**src/tilemap_macros.svh**
```systemverilog
`ifndef TILEMAP_MACROS_SVH
`define TILEMAP_MACROS_SVH

// Geometry of one tile row
`define TILE_W 8
`define PLANES 3

// Graphics bus carries four pixels of all three planes per fetch
`define FETCH_W 12

// Field widths of a tagged pixel
`define PRI_W 3
`define COLOR_W 8

// Dot code that lets the layer below show through
`define DOT_TRANSPARENT 3'd7

`endif

```
**src/tilemap_pkg.sv**
```systemverilog
`include "tilemap_macros.svh"

package tilemap_pkg;

	// Pixel as it moves along the chain
	// Priority on top, dot code in the low bits
	typedef struct packed {
		logic [`PRI_W-1:0]   pri;
		logic [`COLOR_W-1:0] color;
		logic [`PLANES-1:0]  dot;
	} pixel_t;

	// CPU register map on the 3-bit address
	// Only two addresses are decoded, the rest are ignored
	typedef enum logic [2:0] {
		REG_PRI_A = 3'd1,
		REG_PRI_B = 3'd5
	} cpu_reg_e;

	// Layer identity, also the 2H phase that fetches it
	typedef enum logic {
		LAYER_A = 1'b0,
		LAYER_B = 1'b1
	} layer_e;

endpackage

```
**src/tile_row_if.sv**
```systemverilog
`timescale 1ns/1ps
`include "tilemap_macros.svh"

// One assembled tile row for one layer
// All fields are levels that only move on a capture
interface tile_row_if;

	// Bit planes, bit 7 is the leftmost pixel
	logic [`TILE_W-1:0]  plane0;
	logic [`TILE_W-1:0]  plane1;
	logic [`TILE_W-1:0]  plane2;

	// Colour attribute shared by the whole row
	logic [`COLOR_W-1:0] attr;

	// Row latch side
	modport source (output plane0, output plane1, output plane2, output attr);

	// Shifter side
	modport sink (input plane0, input plane1, input plane2, input attr);

endinterface

```
**src/tile_row_latch.sv**
```systemverilog
`timescale 1ns/1ps
`include "tilemap_macros.svh"

module tile_row_latch import tilemap_pkg::*; (
	input  logic                CLK_6M,
	input  logic                rst,
	input  logic                clk_2h,
	input  logic [`FETCH_W-1:0] gdi,
	input  logic [`COLOR_W-1:0] mdi,
	tile_row_if.source          row_a,
	tile_row_if.source          row_b
);

	// Pixels per plane in one fetch
	localparam int NIB_W  = `FETCH_W / `PLANES;
	localparam int LAYERS = 2;

	// Row storage per layer, first index is a layer_e value
	logic [`TILE_W-1:0]  plane_q [LAYERS][`PLANES];
	logic [`COLOR_W-1:0] attr_q  [LAYERS];

	// Previous 2H level
	logic                clk_2h_q;
	logic                phase_edge;
	layer_e              cap_layer;

	////////////////////////////////////////////////////////////////////////////
	// 2H phase tracking
	////////////////////////////////////////////////////////////////////////////

	// Any change of 2H marks a finished fetch on the shared bus
	assign phase_edge = (clk_2h != clk_2h_q);
	// New 2H level names the layer whose data is on the bus
	assign cap_layer  = layer_e'(clk_2h);

	always_ff @(posedge CLK_6M) begin
		if (rst) begin
			clk_2h_q <= 1'b0;
			for (int l = 0; l < LAYERS; l++) begin
				attr_q[l] <= '0;
				for (int p = 0; p < `PLANES; p++) begin
					plane_q[l][p] <= '0;
				end
			end
		end else begin
			clk_2h_q <= clk_2h;
			if (phase_edge) begin
				attr_q[cap_layer] <= mdi;
				// Old upper half drops to the lower half
				// New fetch fills the upper half
				for (int p = 0; p < `PLANES; p++) begin
					plane_q[cap_layer][p] <= {gdi[p*NIB_W +: NIB_W],
						plane_q[cap_layer][p][`TILE_W-1 -: NIB_W]};
				end
			end
		end
	end

	////////////////////////////////////////////////////////////////////////////
	// Row outputs
	////////////////////////////////////////////////////////////////////////////

	assign row_a.plane0 = plane_q[LAYER_A][0];
	assign row_a.plane1 = plane_q[LAYER_A][1];
	assign row_a.plane2 = plane_q[LAYER_A][2];
	assign row_a.attr   = attr_q[LAYER_A];

	assign row_b.plane0 = plane_q[LAYER_B][0];
	assign row_b.plane1 = plane_q[LAYER_B][1];
	assign row_b.plane2 = plane_q[LAYER_B][2];
	assign row_b.attr   = attr_q[LAYER_B];

	// Each fetch holds the bus for two pixels, so 2H never moves twice in a row
	assert property (@(posedge CLK_6M) disable iff (rst)
		phase_edge |=> !phase_edge)
		else $error("clk_2h changed on two consecutive clocks");

endmodule

```
**src/layer_shifter.sv**
```systemverilog
`timescale 1ns/1ps
`include "tilemap_macros.svh"

module layer_shifter import tilemap_pkg::*; #(
	parameter layer_e LAYER = LAYER_A
) (
	input  logic              CLK_6M,
	input  logic              rst,
	tile_row_if.sink          row,
	input  logic              load,
	input  logic              flip,
	input  logic [`PRI_W-1:0] pri,
	output pixel_t            pixel
);

	localparam int CNT_W = $clog2(`TILE_W);
	localparam logic [CNT_W-1:0] RUN_MAX = CNT_W'(`TILE_W - 1);

	// Row planes as an array so all planes share one loop
	logic [`TILE_W-1:0]  row_planes [`PLANES];
	// Plane shift registers and the attribute of the row in flight
	logic [`TILE_W-1:0]  plane_sr [`PLANES];
	logic [`COLOR_W-1:0] attr_q;
	// Clocks since the last load, stops at the last pixel
	logic [CNT_W-1:0]    run_cnt;
	logic [`PLANES-1:0]  dot;

	assign row_planes[0] = row.plane0;
	assign row_planes[1] = row.plane1;
	assign row_planes[2] = row.plane2;

	////////////////////////////////////////////////////////////////////////////
	// Load and shift
	////////////////////////////////////////////////////////////////////////////

	always_ff @(posedge CLK_6M) begin
		if (rst) begin
			attr_q  <= '0;
			run_cnt <= RUN_MAX;
			for (int p = 0; p < `PLANES; p++) begin
				plane_sr[p] <= '0;
			end
		end else if (load) begin
			attr_q  <= row.attr;
			run_cnt <= '0;
			for (int p = 0; p < `PLANES; p++) begin
				plane_sr[p] <= row_planes[p];
			end
		end else begin
			if (run_cnt != RUN_MAX)
				run_cnt <= run_cnt + 1'b1;
			// Flipped rows walk from bit 0 upward
			for (int p = 0; p < `PLANES; p++) begin
				plane_sr[p] <= flip ? (plane_sr[p] >> 1) : (plane_sr[p] << 1);
			end
		end
	end

	// Edge bit of each plane, on the side the row leaves from
	always_comb begin
		for (int p = 0; p < `PLANES; p++) begin
			dot[p] = flip ? plane_sr[p][0] : plane_sr[p][`TILE_W-1];
		end
	end

	// Priority follows the register live, colour sticks to the row
	assign pixel = {pri, attr_q, dot};

	// A new row may only come in after the last pixel of the old one left
	assert property (@(posedge CLK_6M) disable iff (rst)
		load |-> (run_cnt == RUN_MAX))
		else $error("layer %0d loaded before its row finished", LAYER);

endmodule

```
**src/priority_regs.sv**
```systemverilog
`timescale 1ns/1ps
`include "tilemap_macros.svh"

module priority_regs import tilemap_pkg::*; (
	input  logic                CLK_6M,
	input  logic                rst,
	input  logic                latch,
	input  logic [2:0]          ca,
	input  logic [`COLOR_W-1:0] mdi,
	output logic [`PRI_W-1:0]   pri_a,
	output logic [`PRI_W-1:0]   pri_b
);

	// Register address seen through the CPU map
	cpu_reg_e reg_sel;

	assign reg_sel = cpu_reg_e'(ca);

	////////////////////////////////////////////////////////////////////////////
	// CPU write port
	////////////////////////////////////////////////////////////////////////////

	// Priority sits in data bits 3..1, bit 0 is not used
	always_ff @(posedge CLK_6M) begin
		if (rst) begin
			pri_a <= '0;
			pri_b <= '0;
		end else if (latch) begin
			case (reg_sel)
				REG_PRI_A: pri_a <= mdi[`PRI_W:1];
				REG_PRI_B: pri_b <= mdi[`PRI_W:1];
				// Other addresses belong to other registers
				default: begin
				end
			endcase
		end
	end

	// Write data on the shared bus must be settled during a strobe
	assert property (@(posedge CLK_6M) disable iff (rst)
		latch |-> !$isunknown(mdi))
		else $error("mdi has unknown bits during a latch strobe");

endmodule

```
**src/layer_mixer.sv**
```systemverilog
`timescale 1ns/1ps
`include "tilemap_macros.svh"

module layer_mixer import tilemap_pkg::*; (
	input  logic   CLK_6M,
	input  logic   rst,
	input  pixel_t pix_a,
	input  pixel_t pix_b,
	input  pixel_t pix_in,
	output pixel_t pix_out
);

	// Stage one result between the two layers
	logic   b_wins;
	pixel_t pix_layer;

	// Stage two result against the chain
	logic   layer_wins;
	pixel_t pix_mux;

	////////////////////////////////////////////////////////////////////////////
	// Layer A against layer B
	////////////////////////////////////////////////////////////////////////////

	// Ties go to layer A
	assign b_wins    = (pix_b.dot != `DOT_TRANSPARENT) && (pix_b.pri > pix_a.pri);
	assign pix_layer = b_wins ? pix_b : pix_a;

	////////////////////////////////////////////////////////////////////////////
	// Tile layers against the incoming chain
	////////////////////////////////////////////////////////////////////////////

	// Ties go to the earlier chip in the chain
	assign layer_wins = (pix_layer.dot != `DOT_TRANSPARENT) &&
		(pix_layer.pri > pix_in.pri);
	assign pix_mux    = layer_wins ? pix_layer : pix_in;

	// One register stage towards the next chip
	always_ff @(posedge CLK_6M) begin
		if (rst)
			pix_out <= '0;
		else
			pix_out <= pix_mux;
	end

	// An output that differs from the chain pixel came from a layer that beat it
	assert property (@(posedge CLK_6M) disable iff (rst)
		!$past(rst) && (pix_out != $past(pix_in)) |->
			(pix_out.dot != `DOT_TRANSPARENT) && (pix_out.pri > $past(pix_in.pri)))
		else $error("layer pixel output without beating the chain input");

endmodule

```
**src/tilemap_gen.sv**
```systemverilog
`timescale 1ns/1ps
`include "tilemap_macros.svh"

module tilemap_gen import tilemap_pkg::*; (
	input  logic                CLK_6M,
	input  logic                rst,
	// Graphics and attribute buses, time-shared by 2H
	input  logic [`FETCH_W-1:0] gdi,
	input  logic [`COLOR_W-1:0] mdi,
	// Horizontal timing
	input  logic                clk_2h,
	input  logic                ha2,
	input  logic                hb2,
	input  logic                flip,
	// CPU register write
	input  logic                latch,
	input  logic [2:0]          ca,
	// Pixel chain from the previous chip
	input  logic [`PRI_W-1:0]   pri_in,
	input  logic [`COLOR_W-1:0] color_in,
	input  logic [`PLANES-1:0]  dot_in,
	// Pixel chain to the next chip
	output logic [`PRI_W-1:0]   pri_out,
	output logic [`COLOR_W-1:0] color_out,
	output logic [`PLANES-1:0]  dot_out
);

	pixel_t            pix_in;
	pixel_t            pix_a;
	pixel_t            pix_b;
	pixel_t            pix_out;
	logic [`PRI_W-1:0] pri_a;
	logic [`PRI_W-1:0] pri_b;

	// Assembled rows, one per layer
	tile_row_if row_a ();
	tile_row_if row_b ();

	assign pix_in = {pri_in, color_in, dot_in};

	////////////////////////////////////////////////////////////////////////////
	// Fetch, priority and per-layer pixel streams
	////////////////////////////////////////////////////////////////////////////

	tile_row_latch tile_row_latch_inst (
		.CLK_6M (CLK_6M),
		.rst    (rst),
		.clk_2h (clk_2h),
		.gdi    (gdi),
		.mdi    (mdi),
		.row_a  (row_a.source),
		.row_b  (row_b.source)
	);

	priority_regs priority_regs_inst (
		.CLK_6M (CLK_6M),
		.rst    (rst),
		.latch  (latch),
		.ca     (ca),
		.mdi    (mdi),
		.pri_a  (pri_a),
		.pri_b  (pri_b)
	);

	layer_shifter #(.LAYER(LAYER_A)) layer_shifter_a (
		.CLK_6M (CLK_6M),
		.rst    (rst),
		.row    (row_a.sink),
		.load   (ha2),
		.flip   (flip),
		.pri    (pri_a),
		.pixel  (pix_a)
	);

	layer_shifter #(.LAYER(LAYER_B)) layer_shifter_b (
		.CLK_6M (CLK_6M),
		.rst    (rst),
		.row    (row_b.sink),
		.load   (hb2),
		.flip   (flip),
		.pri    (pri_b),
		.pixel  (pix_b)
	);

	// Merge the layers and the chain
	layer_mixer layer_mixer_inst (
		.CLK_6M  (CLK_6M),
		.rst     (rst),
		.pix_a   (pix_a),
		.pix_b   (pix_b),
		.pix_in  (pix_in),
		.pix_out (pix_out)
	);

	assign pri_out   = pix_out.pri;
	assign color_out = pix_out.color;
	assign dot_out   = pix_out.dot;

endmodule

```
**config.mk**
```make
export PLATFORM = sky130hd
export DESIGN_NAME = tilemap_gen
export DESIGN_NICKNAME = d
export VERILOG_FILES = /design/src/tilemap_pkg.sv /design/src/tile_row_if.sv /design/src/tile_row_latch.sv /design/src/layer_shifter.sv /design/src/priority_regs.sv /design/src/layer_mixer.sv /design/src/tilemap_gen.sv
export VERILOG_INCLUDE_DIRS = /design/src
export SDC_FILE = /design/constraint.sdc
export NUM_CORES = 1
export LEC_CHECK = 0
export ABC_AREA = 1
export BUFFER_PORTS_ARGS = -buffer_cell sky130_fd_sc_hd__buf_2
export CAP_MARGIN = 25
export CORE_MARGIN = 2
export CORE_UTILIZATION = 40
export DETAILED_ROUTE_END_ITERATION = 8
export GPL_TIMING_DRIVEN = 0
export PLACE_DENSITY = 0.62
export SETUP_SLACK_MARGIN = 0.02
export SLEW_MARGIN = 20
export SYNTH_ARGS = -nofsm -noshare
export SYNTH_HDL_FRONTEND = slang
export SYNTH_SLANG_ARGS = --single-unit
```
**constraint.sdc**
```tcl
create_clock -name CLK_6M -period 4.5 [get_ports CLK_6M]
set_input_delay 0.9 -clock CLK_6M [delete_from_list [all_inputs] [get_ports CLK_6M]]
set_output_delay 0.9 -clock CLK_6M [all_outputs]
set_load 0.02 [all_outputs]
```
[Yosys cells after proc, flatten, opt, wreduce, memory -nomap -nowiden]
Memory sizes are Yosys's and may differ from the RTL's. A register that Yosys moved wholly into a read port is not among the register bits.
Index checks and enable logic that the tools add are counted.
Storage, ports and cells
  register bits after elaboration: 21
  memory bits (writable): 112
  input port bits: 44
  output and inout bits: 14
  word-level logic and storage cells: 84
  memories kept: 4
Operators by class
  $lt $le $gt $ge: 2
  equal/unequal tests: 5
  muxes and demuxes: 49
  bitwise logic cells: 12
  reductions and logical operators: 6
Memory list
  tile_row_latch_inst.plane_q: words 2, bits a word 24, rd ports 3, clocked after memory_dff 0, write ports 2, line tile_row_latch.sv:19  | logic [`TILE_W-1:0] plane_q [LAYERS][`PLANES];
  layer_shifter_a.plane_sr: words 3, bits a word 8, rd ports 3, clocked after memory_dff 0, write ports 3, line layer_shifter.sv:22  | logic [`TILE_W-1:0] plane_sr [`PLANES];
  layer_shifter_b.plane_sr: words 3, bits a word 8, rd ports 3, clocked after memory_dff 0, write ports 3, line layer_shifter.sv:22
  tile_row_latch_inst.attr_q: words 2, bits a word 8, rd ports 2, clocked after memory_dff 2, write ports 2, line tile_row_latch.sv:20  | logic [`COLOR_W-1:0] attr_q [LAYERS];
Operators by type and width (number)
  $mux 8: 19
  $mux 14: 2
  $mux 1: 27
  $mux 24: 1
  $reduce_or 24->1: 1
  $or 1x1->1: 12
  $reduce_or 8->1: 1
  $gt 3x3->1: 2
  $ne 3x3->1 const B: 2
  $reduce_and 2->1: 2
  $eq 3x1->1 const B: 1
  $eq 3x3->1 const B: 1
  $logic_and 1x1->1: 2
  $ne 1x1->1: 1

[Longest topological paths before layout]
Gate-level depths: netlist (run 1).
  depth in word-level cells: 7
  mapped depth: 19
  depth with buffers taken out: 18

[Modules after synthesis]
Synthesis (run 1) repeated with hierarchy kept, for this count alone.
Unflattened totals
  cells, all modules: 854
  area total of the unflattened synthesis: 7317.0 µm²
Modules (own cells, without submodules)
  layer_shifter: times used 2, cells each 213, area an instance 1639.1 µm², seq. area each 880.8 µm²
  tile_row_latch: times used 1, cells each 218, area an instance 2701.3 µm², seq. area each 1941.9 µm²
  layer_mixer: times used 1, cells each 164, area an instance 1044.8 µm², seq. area each 280.3 µm²
  priority_regs: times used 1, cells each 46, area an instance 292.8 µm², seq. area each 120.1 µm²

[Worst setup path before layout (run 1)]
No wires, ideal clock.
  kind: input -> register
  from: input flip
  to: register, netlist name layer_mixer_inst.pix_out[7]
  library setup time: 115 ps
  arrival: 3129 ps
  required time: 4385 ps
  setup slack: 1255 ps
  stages on the path: 18
  path buffers: 3
  path through: inv_2 > buf_4 > nand2_1 > nand2_2 > nand3_4 > nand2_4 > buf_2 > o21a_1 > inv_1 > ha_1 > nand2_1 > nor2_1 > a211oi_1 > a21oi_1 > clkbuf_1 > nand3_1 > nand2_1 > nor2_1
Between the ends
  cells in the longest elaborated chain, start to end: 7
  elaborated cells on any way between the ends: 13
  classes of those cells: order compare: 1; eq/ne: 2; mux: 8; reduce/logical: 2
Ends and longest elaborated chain
  from (decl): line tilemap_gen.sv:14  | input logic flip,
  $mux 1: line layer_shifter.sv:62  | dot[p] = flip ? plane_sr[p][0] : plane_sr[p][`TILE_W-1];
  $ne 3x3->1 (no line)
  $logic_and 1x1->1: line layer_mixer.sv:26  | assign b_wins = (pix_b.dot != `DOT_TRANSPARENT) && (pix_b.pri > pix_a.pri);
  $mux 14 *: line layer_mixer.sv:27  | assign pix_layer = b_wins ? pix_b : pix_a;
  $gt 3x3->1 / $ne 3x3->1 (equally long branches)
  $logic_and 1x1->1: line layer_mixer.sv:34  | assign layer_wins = (pix_layer.dot != `DOT_TRANSPARENT) &&
  $mux 14 *: line layer_mixer.sv:36  | assign pix_mux = layer_wins ? pix_layer : pix_in;
Mark *: on every way between the ends. The rest lies on a longest branch, timed or not.
A chain may end at the register's enable or synchronous reset.

[Worst setup path in the final report (run 1)]
  from: input flip
  to: register, netlist name layer_mixer_inst.pix_out[1]
Between the ends
  cells in the longest elaborated chain, start to end: 7
  elaborated cells on any way between the ends: 13
  classes of those cells: order compare: 1; eq/ne: 2; mux: 8; reduce/logical: 2
Ends and longest elaborated chain (line)
  $mux 1: layer_shifter.sv:62
  $ne 3x3->1 (no line)
  $logic_and 1x1->1: layer_mixer.sv:26
  $mux 14 *: layer_mixer.sv:27
  $gt 3x3->1 / $ne 3x3->1 (equally long branches)
  $logic_and 1x1->1: layer_mixer.sv:34
  $mux 14 *: layer_mixer.sv:36
Marked as above.

==> results of run 1 <==
metal layers:
layer | vias to the layer above | track usage (%) | part of all wire [%]
met5 | - | 0 | 0
met4 | 0 | 5.08 | 0.85
met3 | 11 | 5.21 | 6.6
met2 | 174 | 29.8 | 47
met1 | 2324 | 24.7 | 45
li1 | 2534 | - | -
sequential cells by signal, indices dropped and copies added, names as in the netlist:
signal / flops
layer_shifter_b.plane_sr: 24
tile_row_latch_inst.attr_q: 16
tile_row_latch_inst.plane_q: 48
priority_regs_inst.pri_a: 3
layer_shifter_a.plane_sr: 24
tile_row_latch_inst.clk_2h_q: 1
layer_shifter_b.attr_q: 8
layer_shifter_a.attr_q: 8
priority_regs_inst.pri_b: 3
layer_mixer_inst.pix_out: 14
worst min-delay path by stage:
stage	slack, ns	depth (start not counted)	to	startpoint
floorplan	0.42	2	layer_shifter_a.attr_q[0]$_SDFFE_PP0P_	layer_shifter_a.attr_q[0]$_SDFFE_PP0P_
finish	0.45	2	layer_shifter_a.attr_q[5]$_SDFFE_PP0P_	layer_shifter_a.attr_q[5]$_SDFFE_PP0P_
CTS	0.45	2	layer_shifter_a.attr_q[4]$_SDFFE_PP0P_	layer_shifter_a.attr_q[4]$_SDFFE_PP0P_
global route	0.46	2	layer_shifter_a.attr_q[3]$_SDFFE_PP0P_	layer_shifter_a.attr_q[3]$_SDFFE_PP0P_
global placement	0.43	2	layer_shifter_a.attr_q[3]$_SDFFE_PP0P_	layer_shifter_a.attr_q[3]$_SDFFE_PP0P_
detailed placement	0.43	2	layer_shifter_a.attr_q[4]$_SDFFE_PP0P_	layer_shifter_a.attr_q[4]$_SDFFE_PP0P_
cells by family (layout without fill, tap and decap cells):
logic type      Yosys count  in the layout  share of synthesized area [%]
simple gates            243            243                           15.7
compound gates          154            154                           12.4
flops                   149            149                           62.2
buf+inv                 141            231                           8.40
fa+ha+maj                 6              6                           1.14
other cells               1             48                         0.0568
mux                       1              1                          0.152
layout make-up:
| type | count | area share [%] |
|---|---|---|
| Sequential cell | 149 | 51.9 |
| Multi-Input combinational cell | 452 | 26.8 |
| Clock buffer | 20 | 5.77 |
| Inverter | 103 | 4.89 |
| Timing Repair Buffer | 58 | 3.86 |
| Tap cell | 216 | 3.42 |
| Buffer | 38 | 2.12 |
| Clock inverter | 12 | 1.27 |
power groups by stage:
stage          Sequential [W]  Clock [W]  Combinational, W
2_1_floorplan         0.00164          0          0.000204
3_3_place_gp          0.00164          0          0.000328
3_5_place_dp          0.00164          0          0.000333
4_1_cts               0.00161    0.00136          0.000335
5_1_grt               0.00162    0.00142          0.000376
6_report              0.00161    0.00134          0.000333
placed cells by master, fill, tap and decap left out, types with 2 or more instances in the layout:
master,synthesis,layout
clkinv_4,0,2
o21ai_0,67,67
clkinv_2,0,2
inv_2,6,6
nand2_1,81,80
inv_4,0,5
conb_1,1,48
clkbuf_8,0,2
buf_1,3,3
nor2_1,93,93
o21ai_1,29,29
buf_2,2,59
inv_1,95,95
o32ai_1,6,6
nand3_4,2,2
clkinv_1,2,3
dfxtp_1,37,37
o22ai_1,11,11
buf_4,4,4
clkbuf_16,0,17
a21oi_1,37,37
nand2_2,4,5
ha_1,6,6
edfxtp_1,112,112
o21a_1,2,2
nand3_1,61,61
clkbuf_1,28,29
worst register-to-register path, delay by kind of cell (launching register included):
kind,cells,cell delay [ns]
flops,1,0.36
fa+ha+maj,2,0.56
buf+inv,4,0.79
simple gates,8,0.75
compound gates,4,0.84
per-stage QoR:
stage                     setup WS [ns]  utilization, %  total power (W)  std cells  instance area [um2]
after floorplan                    1.26               -          0.00185        742                 6780
after global placement            0.567            45.8          0.00196       1015                 7330
after detailed placement          0.543            46.0          0.00197       1016                 7350
after CTS                         0.973            49.4          0.00330       1048                 7910
after global routing              0.705            49.4          0.00342       1048                 7910
final                              1.04            49.4          0.00328       1048                 7910
==> impl_metrics.csv, run 1 <==
group,metric,value,unit
clock_network,clkSinkCount,149,
sta,fin_setup_tns,0,ns
floorplan,core,16000,um2
sta,fin_crit,3.46,ns
sta,worstMarginPinSlew,0.717,ns
clock_network,post_cts_buffers,0,
sta,min_period_over_period,77.0,%
drt,wl_per_cell,14.8,um
sta,fmax,289,MHz
critical_path,reg2reg_depth,18,
pwr,p_seq_share,49.0,%
grt,grt_pass1_vias,4705,
critical_path,path_buf_inv,6,
floorplan,die_h,132,um
pwr,ir_drop,0.265,mV
yosys,async_flop_share,0,%
place,finalWeightedCongestion,0.831,
critical_path,worstSetupStartpoint,"flip",
critical_path,worstPathArrival,3.81,ns
pwr,power.leakage,3.39,nW
pwr,p_sw_share,24.9,%
final_layout,regArea,4100,um2
worst_hold_path,hold_class,"reg -> reg",
final_layout,multi_input_comb_area,2120,um2
pwr,powerDensity,415,nW/um2
yosys,yosys_warnings,0,
critical_path,crit_fanout,10,
yosys,synth_edf_count,112,
clock_network,cts_tree,"yes",
final_layout,area_growth,19.9,%
grt,antenna_found_initial,0,
grt,grtUsageTotal,18.5,%
grt,grt_pass1_wl,25000,um
critical_path,cp.required,4.85,ns
critical_path,cp-end-kind,"register",
critical_path,rrSetupSlack,1.12,ns
sta,relSlewSlack,52.1,%
yosys,synth-seq-area-share,62.2,%
drt,wirelength,15500,um
critical_path,startpoint_type,"input port",
critical_path,slowest_stage,"a21oi_1",
floorplan,die_w,132,um
sta,report.final.slew_viol_count,0,
place,io_buffers,57,
yosys,synth.avg_cell_area,9.50,um2
critical_path,path_common_cell,"nand2_1",
clock_network,ctsHoldBuffers,0,
place,dpl.hpwl,11100,um
drt,via_per_inst,4.81,
clock_network,clockBufferDepth,2,
pwr,switching_power,0.000816,W
final_layout,antennaDiodeCount,0,
clock_network,cts_made_buffers,17,
yosys,syn_area,6600,um2
clock_network,clk_pin_slew_worst_paths,0.06,ns
yosys,yosysTopAreaCellShare,51.0,%
critical_path,r2r_end,"layer_mixer_inst.pix_out[1]$_SDFF_PP0_",
critical_path,critical_path.top_delay_family,"buffers and inverters",
floorplan,io_pins,58,
drt,vias,5043,
drt,firstDrtPassIters,5,
grt,grt_max_degree,26,
yosys,dominantRegCellSynth,"edfxtp_1",
sta,skew,0.00874,ns
drt,drcViolationCount,0,
drt,drt_iter0_drc,427,
final_layout,final_nets,869,
sta,final_hold_viol_count,0,
yosys,synth.distinct_cells,28,
yosys,yosysMostFrequentCell,"edfxtp_1",
clock_network,root_buffer,"clkbuf_16",
critical_path,cpPeakStageDelay,0.48,ns
yosys,syn_inst,695,
pwr,clkPwrFrac,40.9,%
critical_path,timing.rr.start,"priority_regs_inst.pri_a[2]$_SDFFE_PP0P_",
clock_network,cts_htree_levels,4,
drt,ant_nets,0,
yosys,ys_seq_elements,149,
clock_network,cts_resized,0,
pwr,p_int,0.00247,W
sta,hold-worst-slack,0.446,ns
sta,rsz0062_at_grt,"no",
floorplan,std_cell_rows,46,
critical_path,path_cells,"buf_2, inv_2, buf_4, nand2_1, nand2_2, nand3_4, nand2_4, buf_2, o21a_1, inv_1, ha_1, nand2_1, nor2_1, a211oi_1, a21oi_1, clkbuf_1, nand2_1, a21oi_1",
pwr,combPwrFrac,10.2,%
critical_path,setup.worst_path.end,"layer_mixer_inst.pix_out[1]$_SDFF_PP0_",
sta,final-setup-viol-count,0,
yosys,synth_common_cells,"112 x edfxtp_1, 95 x inv_1, 93 x nor2_1",
outcome,status,"finished clean",
floorplan,initial_core_util,41.2,%
clock_network,clk_latency,0.42,ns
final_layout,fill_cells,1574,
floorplan,dieArea,17500,um2
job,max_cap_violations,0,
critical_path,crit_type,"in -> reg",
critical_path,path_depth,18,
grt,grt-ovfl-total,0,
yosys,yosysTopAreaCell,"edfxtp_1",
yosys,synthTopCellsByArea,"edfxtp_1 51%, dfxtp_1 11%, inv_1 5.4%, nor2_1 5.3%, o21ai_0 5.1%",
final_layout,drive_gt1_share,13.2,%
Power figures use the tool's default switching activity.
==> inputs of run 2 (changes only) <==
--- a/config.mk
+++ b/config.mk
@@ -13,7 +13,7 @@
 export CORE_UTILIZATION = 40
 export DETAILED_ROUTE_END_ITERATION = 8
 export GPL_TIMING_DRIVEN = 0
-export PLACE_DENSITY = 0.62
+export PLACE_DENSITY = 0.64
 export SETUP_SLACK_MARGIN = 0.02
 export SLEW_MARGIN = 20
 export SYNTH_ARGS = -nofsm -noshare
==> constraint.sdc (replaced) <==
create_clock -name CLK_6M -period 2.8 [get_ports CLK_6M]
set_input_delay 0.56 -clock CLK_6M [delete_from_list [all_inputs] [get_ports CLK_6M]]
set_output_delay 0.56 -clock CLK_6M [all_outputs]
set_load 0.02 [all_outputs]
==> run 2 against run 1 <==
  * Hold slack worse by 0.092 ns
  * Register-to-register slack worse by 1.0 ns
  * Cell count up 1.1%
  * Global-route usage up 0.16 points
  * Clock power up 59%
  * Via count up 0.91%
  * First-iteration DRC count down 2.8%
  * Critical path type is now reg -> reg
  * Highest routed layer unchanged
==> impl_metrics.csv, run 2 (same netlist as run 1, synthesis figures left out) <==
group,metric,value,unit
sta,layout_setup_ws,0.0762,ns
sta,fin_setup_tns,0,ns
drt,wirelength,15700,um
sta,final_hold_viol_count,0,
grt,grtUsageTotal,18.7,%
clock_network,clockBufferDepth,2,
sta,worstMarginPinSlew,0.693,ns
final_layout,top_regs,"tile_row_latch_inst.plane_q: 48 flops, layer_shifter_a.plane_sr: 24 flops, layer_shifter_b.plane_sr: 24 flops",
sta,skew,0.00528,ns
floorplan,core,16000,um2
floorplan,die_w,132,um
clock_network,cts_tree,"yes",
drt,drcViolationCount,0,
grt,antenna_found_initial,0,
grt,grt_pass1_vias,4921,
critical_path,cpPeakStageDelay,0.33,ns
clock_network,clk_latency,0.42,ns
critical_path,crit_type,"reg -> reg",
floorplan,initial_core_util,41.2,%
grt,grt_max_degree,19,
clock_network,clk_pin_slew_worst_paths,0.06,ns
clock_network,clkSinkCount,149,
critical_path,crit_fanout,5,
drt,vias,5089,
final_layout,antennaDiodeCount,0,
sta,report.final.slew_viol_count,0,
drt,ant_nets,0,
final_layout,fill_cells,1514,
critical_path,cp-end-kind,"register",
grt,grt-ovfl-total,0,
pwr,ir_drop,0.440,mV
sta,fmax,367,MHz
worst_hold_path,hold_class,"in -> reg",
clock_network,cts_made_buffers,17,
sta,final-setup-viol-count,0,
critical_path,slowest_stage,"dfxtp_2",
critical_path,path_common_cell,"nor2_2",
final_layout,final_nets,881,
sta,min_period_over_period,97.3,%
outcome,status,"finished clean",
final_layout,largest_reg_flops,48,
drt,drt_iter0_drc,415,
place,finalWeightedCongestion,0.844,
final_layout,final_cell_mix,"112 x edfxtp_1, 93 x inv_1, 90 x nor2_1",
floorplan,die_h,132,um
final_layout,regMostFlops,"tile_row_latch_inst.plane_q",
floorplan,io_pins,58,
sta,fin_crit,2.72,ns
drt,via_per_inst,4.80,
floorplan,dieArea,17500,um2
pwr,power.leakage,3.47,nW
place,dpl.hpwl,11000,um
drt,firstDrtPassIters,5,
clock_network,ctsHoldBuffers,0,
final_layout,drive_gt1_share,17.1,%
critical_path,path_cells,"inv_1, ha_4, nand2_2, nor2_2, nor2_2, nor2_2, nand2_4, buf_8, o21a_1, inv_2, ha_4, nand2_2, nor2_1, a211oi_2, a21oi_4, buf_6, a21oi_1, nor2_1",
place,dp_worst_setup_slack,-0.610,ns
final_layout,area_growth,23.5,%
floorplan,std_cell_rows,46,
final_layout,layout_commonest_cell,"edfxtp_1",
place,io_buffers,57,
pwr,powerDensity,653,nW/um2
sta,relSlewSlack,53.7,%
job,max_cap_violations,0,
drt,wl_per_cell,14.8,um
critical_path,cp.required,3.11,ns
critical_path,worstPathArrival,3.03,ns
critical_path,startpoint_type,"register",
grt,grt_pass1_wl,25200,um
clock_network,root_buffer,"clkbuf_16",
clock_network,cts_htree_levels,4,
run 2: final timing paths:
path | startpoint | endpoint | slack (ns) | cells after the start
min | color_in[5] | layer_mixer_inst.pix_out[8]$_SDFF_PP0_ | 0.35 | 3
min reg2reg | layer_shifter_a.attr_q[5]$_SDFFE_PP0P_ | layer_shifter_a.attr_q[5]$_SDFFE_PP0P_ | 0.45 | 2
max | priority_regs_inst.pri_a[2]$_SDFFE_PP0P_ | layer_mixer_inst.pix_out[12]$_SDFF_PP0_ | 0.08 | 18
max reg2reg | priority_regs_inst.pri_a[2]$_SDFFE_PP0P_ | layer_mixer_inst.pix_out[12]$_SDFF_PP0_ | 0.08 | 18
run 2: metrics by stage:
step / utilization [%] / hold WS, ns / instance area [um2] / power (W) / instances
floorplan: - / 0.419 / 6780 / 0.00297 / 742
global placement: 45.8 / 0.430 / 7340 / 0.00315 / 1015
detailed placement: 46.0 / 0.433 / 7370 / 0.00317 / 1016
CTS: 50.1 / 0.352 / 8020 / 0.00532 / 1055
global route: 50.9 / 0.347 / 8150 / 0.00554 / 1060
finish: 50.9 / 0.354 / 8150 / 0.00532 / 1060
run 2: power by group:
group          switching, W  leakage (nW)  internal, W
Sequential        0.0000487          1.48      0.00253
Combinational      0.000401          1.72     0.000212
Clock              0.000895         0.277      0.00123
run 2: routing by layer:
| layer | part of all wire [%] | global-route usage (%) | wire, um | up-vias |
|---|---|---|---|---|
| li1 | - | - | - | 2561 |
| met1 | 45 | 24.7 | 7120 | 2382 |
| met2 | 47 | 30.3 | 7460 | 129 |
| met3 | 5.7 | 4.56 | 899 | 17 |
| met4 | 1.5 | 6.27 | 231 | 0 |
| met5 | 0 | 0 | 0 | - |
run 2: layout make-up:
class	instances	area, um2	area share (%)
flip-flops and latches	149	4110	50.4
clock inverters	11	73.8	0.906
repair buffers	70	414	5.08
plain buffers	38	200	2.46
inverters	103	387	4.74
well taps	216	270	3.32
multi-input cells	452	2220	27.2
clock buffers	21	482	5.91
run 2: repair_timing:
action / in CTS / in global routing
gates cloned: 1 / 0
buffers inserted: 6 / 5
endpoints found under the setup margin: 14 / 14
gates resized for setup: 13 / 23
pin swaps: 3 / 8
run 2: critical path, delay by kind of cell, from the launching register on:
kind	cells	cell delay (ns)
buffers and inverters	4	0.42
flip-flops	1	0.33
AO/OA/AOI/OAI	4	0.72
AND/OR/NAND/NOR	8	0.67
adder cells (fa/ha/maj)	2	0.47
